File: src/camera_pipeline_pkg.sv
/* Pixel formats shared by the stream stages. Bayer samples and RGB channels are 10 bits,
   metering means keep the top 8 bits of each channel */
package camera_pipeline_pkg;

    localparam int COORD_WIDTH = 11; // Covers lines up to 2047 pixels

    typedef logic [9:0] bayer_t;

    typedef struct packed {
        logic [9:0] red;
        logic [9:0] green;
        logic [9:0] blue;
    } rgb_pixel_t;

    typedef struct packed {
        logic [7:0] red;
        logic [7:0] green;
        logic [7:0] blue;
    } metering_t;

endpackage

File: src/crop.sv
/* Window crop, one cycle of latency. Bounds are start inclusive and end exclusive,
   y counts falling line edges, so blanking between lines is required */
`timescale 1ns/1ps

module crop import camera_pipeline_pkg::*; #(
    parameter type payload_t = bayer_t,
    parameter int  X_START   = 0,
    parameter int  X_END     = 16,
    parameter int  Y_START   = 0,
    parameter int  Y_END     = 16
) (
    input  logic     mipi_byte_clock,
    input  logic     mipi_byte_reset_n,
    input  logic     frame_valid_i,
    input  logic     line_valid_i,
    input  payload_t data_i,
    output logic     frame_valid_o,
    output logic     line_valid_o,
    output payload_t data_o
);
    logic [COORD_WIDTH-1:0] x_count;
    logic [COORD_WIDTH-1:0] y_count;
    logic                   line_valid_d;
    logic                   in_window;

    assign in_window = x_count >= COORD_WIDTH'(X_START) && x_count < COORD_WIDTH'(X_END) &&
                       y_count >= COORD_WIDTH'(Y_START) && y_count < COORD_WIDTH'(Y_END);

    always_ff @(posedge mipi_byte_clock or negedge mipi_byte_reset_n) begin
        if (!mipi_byte_reset_n) begin
            x_count       <= '0;
            y_count       <= '0;
            line_valid_d  <= 1'b0;
            frame_valid_o <= 1'b0;
            line_valid_o  <= 1'b0;
        end else begin
            frame_valid_o <= frame_valid_i;
            line_valid_o  <= line_valid_i && in_window;
            line_valid_d  <= line_valid_i;
            x_count       <= line_valid_i ? x_count + 1'b1 : '0;
            if (!frame_valid_i) begin
                y_count <= '0;
            end else if (line_valid_d && !line_valid_i) begin
                y_count <= y_count + 1'b1; // Line just ended
            end
        end
    end

    always_ff @(posedge mipi_byte_clock) begin
        data_o <= data_i;
    end

endmodule

File: config.mk
export PLATFORM = sky130hd
export DESIGN_NAME = crop
export DESIGN_NICKNAME = d
export VERILOG_FILES = /design/src/camera_pipeline_pkg.sv /design/src/crop.sv
export SDC_FILE = /design/constraint.sdc
export NUM_CORES = 1
export LEC_CHECK = 0
export BUFFER_PORTS_ARGS = -buffer_cell sky130_fd_sc_hd__buf_2
export CAP_MARGIN = 20
export CORE_MARGIN = 2
export CORE_UTILIZATION = 35
export DETAILED_ROUTE_END_ITERATION = 10
export PLACE_DENSITY = 0.53
export SETUP_SLACK_MARGIN = 0.3
export SYNTH_ARGS = -nofsm -noshare
export SYNTH_HDL_FRONTEND = slang
export SYNTH_SLANG_ARGS = --single-unit
File: constraint.sdc
create_clock -name mipi_byte_clock -period 1.8 [get_ports mipi_byte_clock]
set_clock_uncertainty 0.15 [all_clocks]
set_input_delay 0.09 -clock mipi_byte_clock [delete_from_list [all_inputs] [get_ports mipi_byte_clock]]
set_output_delay 0.09 -clock mipi_byte_clock [all_outputs]
set_load 0.01 [all_outputs]
======== Yosys cells after proc, flatten, opt, wreduce, memory -nomap -nowiden ========
Index checks and enable logic that the tools add are counted.
W data, S select, Z words.
word-level totals
  flip-flop bits (word level) ............. 35
  bits of input ports ..................... 14
  output and inout port bits .............. 12
  logic and storage cells ................. 22
cells by class
  $add $sub $neg .......................... 2
  order comparisons ....................... 4
  equality and inequality tests ........... 1
  muxes and demuxes ....................... 3
  reduce and logical (&&, ||, !) cells .... 6
operators with widths
  cell                     number
  $mux W11                 3
  $add A11 B1 Y11 const B  2
  $ge A11 B1 Y1 const B    2
  $lt A11 B5 Y1 const B    2
  $logic_and A1 B1 Y1      5
  $ne A2 B1 Y1 const B     1
  $logic_not A1 Y1         1

======== Longest topological paths before layout ========
Gate-level depths: netlist of the first run.
  depth after elaboration ................. 5
  mapped depth ............................ 4
  depth with buffers taken out ............ 4

======== Worst setup path before layout of the first run ========
Ideal clock, no wire load.
  kind .................................... register to register
  start point ............................. reg x_count[0]
  end point ............................... reg x_count[10]
  setup time .............................. 0.079 ns
  arrival time ............................ 1.280 ns
  data required time ...................... 1.571 ns
  slack ................................... 0.291 ns
  cell stages (with the launch flop) ...... 5
  buffers on the path ..................... 0
  period minus slack after synthesis ...... 1.509 ns
  path through ............................ dfrtp_1 -> ha_1 -> nand2_1 -> or4_1 -> a21oi_1
between the ends
  word-level cells in the longest chain between the ends .. 2
RTL lines
  element                 RTL line    RTL
  start, declared         crop.sv:21  logic [COORD_WIDTH-1:0] x_count;
  start signal, assigned  crop.sv:40  x_count <= line_valid_i ? x_count + 1'b1 : '0;
  $add A11 B1 Y11         crop.sv:40
  $mux W11                crop.sv:40
No other way between the ends.
A chain may end at the register's enable or synchronous reset.

======== Worst setup path in the final report of the first run ========
  start point ............................. reg y_count[4]
  end point ............................... reg y_count[8]
between the ends
  word-level cells in the longest chain between the ends .. 3
RTL lines
  element                 RTL line    RTL
  start, declared         crop.sv:22  logic [COORD_WIDTH-1:0] y_count;
  start signal, assigned  crop.sv:44  y_count <= y_count + 1'b1;
  $add A11 B1 Y11         crop.sv:44
  $mux W11                crop.sv:43  end else if (line_valid_d && !line_valid_i) begin
  $mux W11                crop.sv:41  if (!frame_valid_i) begin
No other way between the ends. The select of a mux whose other input is x is not followed.

==> results of run 1 <==
-- metal layers --
layer	vias to the layer above	global-route usage	share of wire
li1	571	-	-
met1	582	0.179	0.43
met2	37	0.229	0.49
met3	8	0.0600	0.063
met4	0	0.0842	0.024
met5	-	0	0
-- cell usage in the layout (no fill, tap or decap), types with 2 or more instances in the layout --
master and instances:
buf_2 25, mux2i_1 4, nor2_1 7, buf_4 12
or3_1 3, nor3_1 2, or4_1 4, dfrtp_2 3
dfrtp_1 22, nand2b_1 3, nor4_1 2, dfxtp_1 10
xor2_1 4, a21oi_2 4, nand2_1 8, o21ai_0 5
nand3_1 4, nand3_2 2, inv_1 5, o31ai_1 4
a21oi_1 6, dlygate4sd3_1 13, clkbuf_8 5
-- flip-flops by register name, indices dropped and copies added (netlist names) --
| signal | cells |
|---|---|
| x_count | 11 |
| frame_valid_o | 1 |
| y_count | 11 |
| data_o | 10 |
| line_valid_d | 1 |
| line_valid_o | 1 |
-- kinds of logic (layout without fill, tap and decap cells) --
logic type	Yosys count	after routing	synth area share
flops	35	35	0.585
compound gates	24	24	0.108
mux	4	4	0.0284
buf+inv	9	65	0.0346
fa+ha+maj	2	2	0.0177
simple gates	48	48	0.195
xor+xnor	5	5	0.0310
-- area by class of cell --
type / instances / area, µm²
clock buffers: 6 / 72.6
repair buffers: 51 / 357
fillers: 358 / 1950
multi-input cells: 83 / 634
flip-flops and latches: 35 / 830
inverters: 6 / 22.5
well taps: 50 / 62.6
clock inverters: 2 / 12.5
-- stage by stage --
step / std cells / hold slack (ns) / utilization / cell area, µm² / setup slack [ns]
2_1_floorplan: 127 / -0.356 / - / 1420 / 0.316
3_3_place_gp: 199 / -0.0304 / 0.400 / 1580 / 0.245
3_5_place_dp: 199 / -0.0347 / 0.400 / 1580 / 0.215
4_1_cts: 226 / -0.163 / 0.470 / 1850 / 0.230
5_1_grt: 233 / 0.0224 / 0.505 / 1990 / 0.166
6_report: 233 / -0.0201 / 0.505 / 1990 / 0.219
-- where the power goes --
part | internal (mW) | switching (mW) | total (mW)
Combinational | 0.0647 | 0.0640 | 0.129
Clock | 0.270 | 0.274 | 0.543
Sequential | 0.807 | 0.0122 | 0.819
-- critical path: stages (launching register included) --
cell     delay (ns)
dfrtp_1        0.47
nand4_4        0.20
or4_1          0.54
a21oi_2        0.15
-- worst paths after layout --
check / from / end / slack (ns) / cells after the start
max in group asynchronous: mipi_byte_reset_n / x_count[6] / 0.92 / 2
setup / recovery: y_count[4] / y_count[8] / 0.22 / 3
min in group asynchronous: mipi_byte_reset_n / y_count[7] / 0.17 / 2
hold reg to reg: x_count[9] / x_count[9] / 0.41 / 2
hold / removal: line_valid_i / x_count[9] / -0.02 / 3
setup reg to reg: y_count[4] / y_count[8] / 0.22 / 3
-- timing repair --
| action | 4_1_cts | 5_1_grt |
|---|---|---|
| pin swaps | 5 | 7 |
| buffers inserted | 7 | 6 |
| setup endpoints to repair | 10 | 13 |
| endpoints found under the hold margin | 41 | 2 |
| hold buffers | 12 | 1 |
| gates resized for setup | 3 | 19 |
==> summary.txt, run 1 <==
Largest net degree at the start of global routing: 26
First-pass GRT wire length: 5030 µm
Clock Latency Late Sink: 0.28 ns
Top-count cell post-synth: dfrtp_1
Async set-reset flop share out of synthesis: 0.714
F_max: 0.632 GHz
Die width: 67.5 µm
Failing checks: hold timing
Root buffer cell: clkbuf_8
Synth top area cells: dfrtp_1 44%, dfxtp_1 14%, a21oi_1 3.5%, mux2i_1 2.8%, o31ai_1 2.7%
DR vias: 1198
Post-layout nets: 198
H-tree levels: 2
Seq cells post-synth: 35
Synth Warn #: 0
Post-DP HPWL: 1870 µm
Max-Cap Viols: 0
Number of DRC markers in iteration 0: 35
Max Slew Vio Count: 0
Status: finished with violations
CTS Buffer Depth: 2
Syn Area/Cell: 11.1 µm²
Leakage Power: 0.845 nW
Detailed-route wire length per cell: 13.4 µm
Share of the synthesized area in the top cell type: 0.443
Post-synth top cells: 25 x dfrtp_1, 10 x a21oi_1, 10 x dfxtp_1
Max-slew headroom: 0.633
GRT Util Overall: 0.150
Initial antenna violation count: 0
Critical Path End Type: flip-flop
Syn Nets: 143
VDD IR max: 0.000466 V
Diodes inserted: 0
Reg clk slew, reported paths: 0.07 ns
Post-Syn Area: 1410 µm²
Final setup vio count: 0
Synth cell types: 33
Drt pass-1 iters: 4
Routability congestion estimate: 0.748
Buffers on Ports: 25
Final ANT Viol Nets: 0
CP max FO: 6
EDFF count, synth: 0
Clock sink total: 35
Rows: 23
Arr. time, crit path: 1.65 ns
Die Ht: 67.5 µm
Min-delay worst type: in2reg
Hold_ws: -0.0201 ns
Routed WL: 3120 µm
Unrepaired setup endpoints after global routing: true
Setup TNS: 0 ns
Crit Path Class: reg2reg
Core ar.: 3940 µm²
Tcrit/Tclk final: 0.879
Vias per Instance: 5.14
Worst Setup Start Kind: flip-flop
Mapped Cells: 127
CTS buffer count: 5
Total congestion overflow: 0
Layout cells sized above 1: 0.361
Endpoints failing hold: 1
Vias in the first global route: 1159
Syn-to-layout area delta: 41.0%
Total power: 1.49 mW
CTS tree: done
Least-Margin Pin Slew: 0.551 ns
Pwr Density: 749 nW/µm²
CP required: 1.86 ns
Seq/Total Area, Yosys: 0.585
Die ar.: 4560 µm²
DRC Markers: 0
Yosys top cell by area: dfrtp_1
Starting density of the core: 0.358
Fin crit period: 1.58 ns
Primary FF master, synth: dfrtp_1
IO Count: 26
(Power assumes the default switching activity.)
==> inputs of run 2 (changes only) <==
--- a/config.mk
+++ b/config.mk
@@ -7,10 +7,12 @@
 export LEC_CHECK = 0
 export BUFFER_PORTS_ARGS = -buffer_cell sky130_fd_sc_hd__buf_2
 export CAP_MARGIN = 20
+export CELL_PAD_IN_SITES_DETAIL_PLACEMENT = 1
+export CELL_PAD_IN_SITES_GLOBAL_PLACEMENT = 1
 export CORE_MARGIN = 2
 export CORE_UTILIZATION = 35
 export DETAILED_ROUTE_END_ITERATION = 10
-export PLACE_DENSITY = 0.53
+export PLACE_DENSITY = 0.65
 export SETUP_SLACK_MARGIN = 0.3
 export SYNTH_ARGS = -nofsm -noshare
 export SYNTH_HDL_FRONTEND = slang
==> summary.txt, run 2 (same netlist as run 1, synthesis figures left out) <==
Detailed-route wire length per cell: 16.2 µm
Reg2reg path depth: 5
Number of DRC markers in iteration 0: 44
Most frequent cells in the layout: 25 x buf_2, 19 x dfrtp_1, 14 x dlygate4sd3_1, 10 x dfxtp_1, 9 x buf_4
Delay-heaviest family, CP: simple AND/OR/NAND/NOR gates
Initial antenna violation count: 0
CTS buffer count: 5
Max stage delay on crit path: 0.39 ns
Final ANT Viol Nets: 0
R2R Path Start: y_count[1]
Diodes inserted: 0
Reg-to-Reg End: y_count[6]
Worst Hold Depth: 2
Clock sink total: 35
Max-Cap Viols: 0
IO Count: 26
Pwr Density: 759 nW/µm²
Sequential share of power: 0.531
Post-layout nets: 199
Unrepaired setup endpoints after global routing: true
Max-slew headroom: 0.621
Post-DP HPWL: 2140 µm
GRT Util Overall: 0.172
H-tree levels: 2
Critical Path End Type: flip-flop
Vias in the first global route: 1235
Psw: 0.364 mW
Die width: 67.5 µm
Max Slew Vio Count: 0
Gate power share: 0.088
Worst Setup Start Kind: flip-flop
Vias per Instance: 5.19
Total congestion overflow: 0
Final setup vio count: 0
Reg clk slew, reported paths: 0.07 ns
Status: finished, final reports clean
Hold path start: line_valid_i
Biggest registers after layout: x_count: 11 flops, y_count: 11 flops, data_o: 10 flops
Arr. time, crit path: 1.67 ns
Layout cells sized above 1: 0.397
First-pass GRT wire length: 5650 µm
Rows: 23
Slowest CP cell: dfrtp_1
Routed WL: 3780 µm
Least-Margin Pin Slew: 0.569 ns
Setup TNS: 0 ns
Fin crit period: 1.60 ns
Min-delay worst type: in2reg
Crit Path Class: reg2reg
Placed Area: 1580 µm²
Endpoints failing hold: 0
Internal: 1.18 mW
F_max: 0.626 GHz
Hold_ws: 0.00440 ns
Register area: 833 µm²
CP required: 1.87 ns
Final Core Density: 0.517
Leakage Power: 0.862 nW
Total power: 1.55 mW
Die Ht: 67.5 µm
Worst R2R Setup Slack: 0.20 ns
CP max FO: 5
Clock network fraction of total power: 0.381
Sw frac: 0.235
Area of the multi-input gates: 663 µm²
Fillers: 411
DR vias: 1214
Root buffer cell: clkbuf_8
Tcrit/Tclk final: 0.888
Largest net degree at the start of global routing: 26
Syn-to-layout area delta: 44.5%
Hold Path End: x_count[1]
Final instance area: 2040 µm²
Clock Latency Late Sink: 0.29 ns
Crit-path cells: ha_2 > nand4b_1 > buf_6 > or3_1 > a21oi_2
Core ar.: 3940 µm²
Worst path bufs/invs: 1
CTS tree: done
Die ar.: 4560 µm²
Commonest non-fill, non-tap cell in the layout: buf_2
CTS Buffer Depth: 2
Routability congestion estimate: 0.767
Drt pass-1 iters: 4
DRC Markers: 0
Starting density of the core: 0.358
VDD IR max: 0.000461 V
Buffers on Ports: 25
run 2: cell count changes in the layout (fill, tap and decap cells not counted), moves of 2 or more:
cell     previous run  this run
buf_6               1         3
dfrtp_1            22        19
dfrtp_2             3         6
a21oi_2             4         6
buf_4              12         9
a21oi_1             6         4
run 2: per-layer routing:
layer,global-route usage,vias to the layer above,share of wire
met1,0.195,589,0.42
met5,0,-,0
met2,0.278,41,0.50
met4,0.0995,0,0.027
li1,-,572,-
met3,0.0633,12,0.052
run 2: per-stage QoR:
step	instances	worst slack [ns]
floorplan	127	0.316
global placement	199	0.237
detailed placement	199	0.136
CTS	227	0.234
global route	234	0.101
finish	234	0.202
run 2: worst max-delay path by stage:
stage | endpoint | startpoint | slack [ns] | cells after the start
after floorplan | x_count[10] | x_count[0] | 0.32 | 4
after global placement | y_count[8] | y_count[0] | 0.24 | 4
after detailed placement | y_count[8] | y_count[0] | 0.14 | 4
after CTS | y_count[4] | y_count[1] | 0.23 | 5
after global routing | y_count[8] | y_count[1] | 0.10 | 6
final | y_count[6] | y_count[1] | 0.20 | 5
run 2: cell type report:
type                    count  area share
multi-input cells          84       0.325
inverters                   6      0.0110
well taps                  50      0.0307
repair buffers             51       0.180
clock buffers               7      0.0423
flip-flops and latches     35       0.409
clock inverters             1     0.00245
run 2: power by group through the flow:
stage                     clock [mW]  sequential [mW]  combinational, mW
final                          0.590            0.822              0.136
after global routing           0.637            0.824              0.150
after CTS                      0.604            0.819              0.128
after detailed placement           0            0.837             0.0875
after global placement             0            0.834             0.0825
after floorplan                    0            0.842             0.0305
run 2: timing repair:
item | 4_1_cts | 5_1_grt
hold endpoints to repair | 41 | 1
cloned | 0 | 1
setup buffers | 7 | 5
gates resized for setup | 7 | 24
endpoints found under the setup margin | 11 | 12
pin swaps | 4 | 7
hold buffers | 13 | 1
==> inputs of run 3 (changes only) <==
--- a/config.mk
+++ b/config.mk
@@ -5,14 +5,16 @@
 export SDC_FILE = /design/constraint.sdc
 export NUM_CORES = 1
 export LEC_CHECK = 0
+export ABC_AREA = 1
 export BUFFER_PORTS_ARGS = -buffer_cell sky130_fd_sc_hd__buf_2
 export CAP_MARGIN = 20
 export CELL_PAD_IN_SITES_DETAIL_PLACEMENT = 1
 export CELL_PAD_IN_SITES_GLOBAL_PLACEMENT = 1
 export CORE_MARGIN = 2
 export CORE_UTILIZATION = 35
+export CTS_CLUSTER_SIZE = 30
 export DETAILED_ROUTE_END_ITERATION = 10
-export PLACE_DENSITY = 0.65
+export PLACE_DENSITY = 0.67
 export SETUP_SLACK_MARGIN = 0.3
 export SYNTH_ARGS = -nofsm -noshare
 export SYNTH_HDL_FRONTEND = slang
==> summary.txt, run 3 <==
Status: finished, final reports clean
Total congestion overflow: 0
Drt pass-1 iters: 4
Leakage Power: 0.891 nW
GRT Util Overall: 0.159
Endpoints failing hold: 0
Starting density of the core: 0.367
Min-delay worst type: in2async
Arr. time, crit path: 1.51 ns
Vias in the first global route: 1380
Fin crit period: 1.43 ns
VDD IR max: 0.000488 V
EDFF count, synth: 0
Setup TNS: 0 ns
Reg2reg path depth: 8
Synth cell types: 26
H-tree levels: 2
Least-Margin Pin Slew: 0.586 ns
Biggest registers after layout: x_count: 11 flops, y_count: 11 flops, data_o: 10 flops
DR vias: 1267
CP required: 1.88 ns
Final ANT Viol Nets: 0
Root buffer cell: clkbuf_8
Syn Nets: 180
Reg-to-Reg End: y_count[10]
CTS buffer count: 5
Clock sink total: 35
Seq/Total Area, Yosys: 0.554
DRC Markers: 0
Largest net degree at the start of global routing: 26
Initial antenna violation count: 0
Post-DP HPWL: 2440 µm
Post-layout nets: 225
Detailed-route wire length per cell: 13.3 µm
Post-synth top cells: 28 x nand2_1, 26 x nor2_1, 25 x dfrtp_1
Rows: 23
Primary FF master, synth: dfrtp_1
Syn-to-layout area delta: 27.5%
CTS tree: done
Fin worst setup slack: 0.366 ns
Crit Path Class: reg2reg
F_max: 0.698 GHz
Worst setup path endpoint: y_count[10]
Buffers on Ports: 25
Synth Warn #: 0
Seq cells post-synth: 35
Post-Syn Area: 1490 µm²
Most frequent cells in the layout: 27 x nand2_1, 26 x nor2_1, 25 x dfrtp_1, 25 x buf_2, 16 x inv_1
Worst R2R Setup Slack: 0.37 ns
Routed WL: 3470 µm
Layout cells sized above 1: 0.248
Synth top area cells: dfrtp_1 42%, dfxtp_1 13%, nand2_1 7.1%, nor2_1 6.5%, nand3_1 4.4%
Top-count cell post-synth: nand2_1
First-pass GRT wire length: 6040 µm
Die ar.: 4800 µm²
Clock Latency Late Sink: 0.28 ns
CP max FO: 3
Async set-reset flop share out of synthesis: 0.714
Max-Cap Viols: 0
Total power: 1.47 mW
Yosys top cell by area: dfrtp_1
Commonest non-fill, non-tap cell in the layout: nand2_1
DP Cell Count: 237
Mapped Cells: 164
Unrepaired setup endpoints after global routing: true
Die width: 69.3 µm
R2R Path Start: y_count[0]
Syn Area/Cell: 9.09 µm²
Pwr Density: 774 nW/µm²
Max Slew Vio Count: 0
CTS Buffer Depth: 2
Reg clk slew, reported paths: 0.07 ns
Max-slew headroom: 0.609
Layout Cells excl Fill: 260
Vias per Instance: 4.87
Die Ht: 69.3 µm
Diodes inserted: 0
Critical Path End Type: flip-flop
Tcrit/Tclk final: 0.796
Worst Setup Start Kind: flip-flop
Critical Path Source: y_count[0]
IO Count: 26
Routability congestion estimate: 0.775
Final setup vio count: 0
Core ar.: 4060 µm²
Worst slack, placed: 0.367 ns
Number of DRC markers in iteration 0: 41
Share of the synthesized area in the top cell type: 0.420
run 3: final cells by class:
type / instances / area (µm²)
fillers: 477 / 2160
flip-flops and latches: 35 / 826
multi-input cells: 109 / 583
repair buffers: 40 / 270
inverters: 18 / 75.1
clock buffers: 5 / 68.8
well taps: 50 / 62.6
clock inverters: 3 / 15.0
run 3: where the power goes:
group | internal, mW | switching [mW] | leakage [nW]
clock | 0.264 | 0.275 | 0.0477
sequential | 0.806 | 0.0112 | 0.423
combinational | 0.0511 | 0.0641 | 0.420
total | 1.12 | 0.350 | 0.891
run 3: worst min-delay path by stage:
stage | slack (ns) | depth (start not counted) | end
after global placement | -0.02 | 1 | x_count[5]
after detailed placement | -0.02 | 1 | x_count[7]
after floorplan | -0.36 | 0 | frame_valid_o
after CTS | 0.21 | 2 | line_valid_o
final | 0.19 | 2 | x_count[7]
after global routing | 0.23 | 2 | line_valid_o
run 3: metal layers:
metal / vias up / wire (µm) / GRT usage
met5: - / 0 / 0
met4: 0 / 64 / 0.0675
met3: 6 / 164 / 0.0494
met2: 34 / 1700 / 0.267
met1: 607 / 1530 / 0.186
li1: 620 / - / -
run 3: logic make-up (layout without fill, tap and decap cells):
| group | count (synthesis) | count (layout) | share of synthesized area |
|---|---|---|---|
| AO/OA/AOI/OAI | 19 | 19 | 0.0663 |
| XOR/XNOR | 1 | 1 | 0.00588 |
| AND/OR/NAND/NOR | 87 | 87 | 0.296 |
| buffers and inverters | 20 | 66 | 0.0613 |
| flip-flops | 35 | 35 | 0.554 |
| adder cells (fa/ha/maj) | 2 | 2 | 0.0168 |
run 3: metrics by stage:
stage	area [µm²]	utilization	hold slack, ns
6_report	1900	0.468	0.190
5_1_grt	1900	0.468	0.234
4_1_cts	1880	0.462	0.210
3_5_place_dp	1660	0.409	-0.0185
3_3_place_gp	1660	0.409	-0.0239
2_1_floorplan	1490	-	-0.356
run 3: worst max-delay path: stages (launching register included):
cell     delay (ns)
dfrtp_1        0.39
ha_2           0.23
nand3_2        0.10
nor2_4         0.14
buf_4          0.13
nand3_1        0.06
nand2_1        0.06
inv_1          0.04
nor2_1         0.08
run 3: timing repair:
item,CTS,global route
gates resized for setup,0,3
buffers inserted,0,2
hold buffers,13,0
setup endpoints to repair,0,3
hold endpoints to repair,37,0
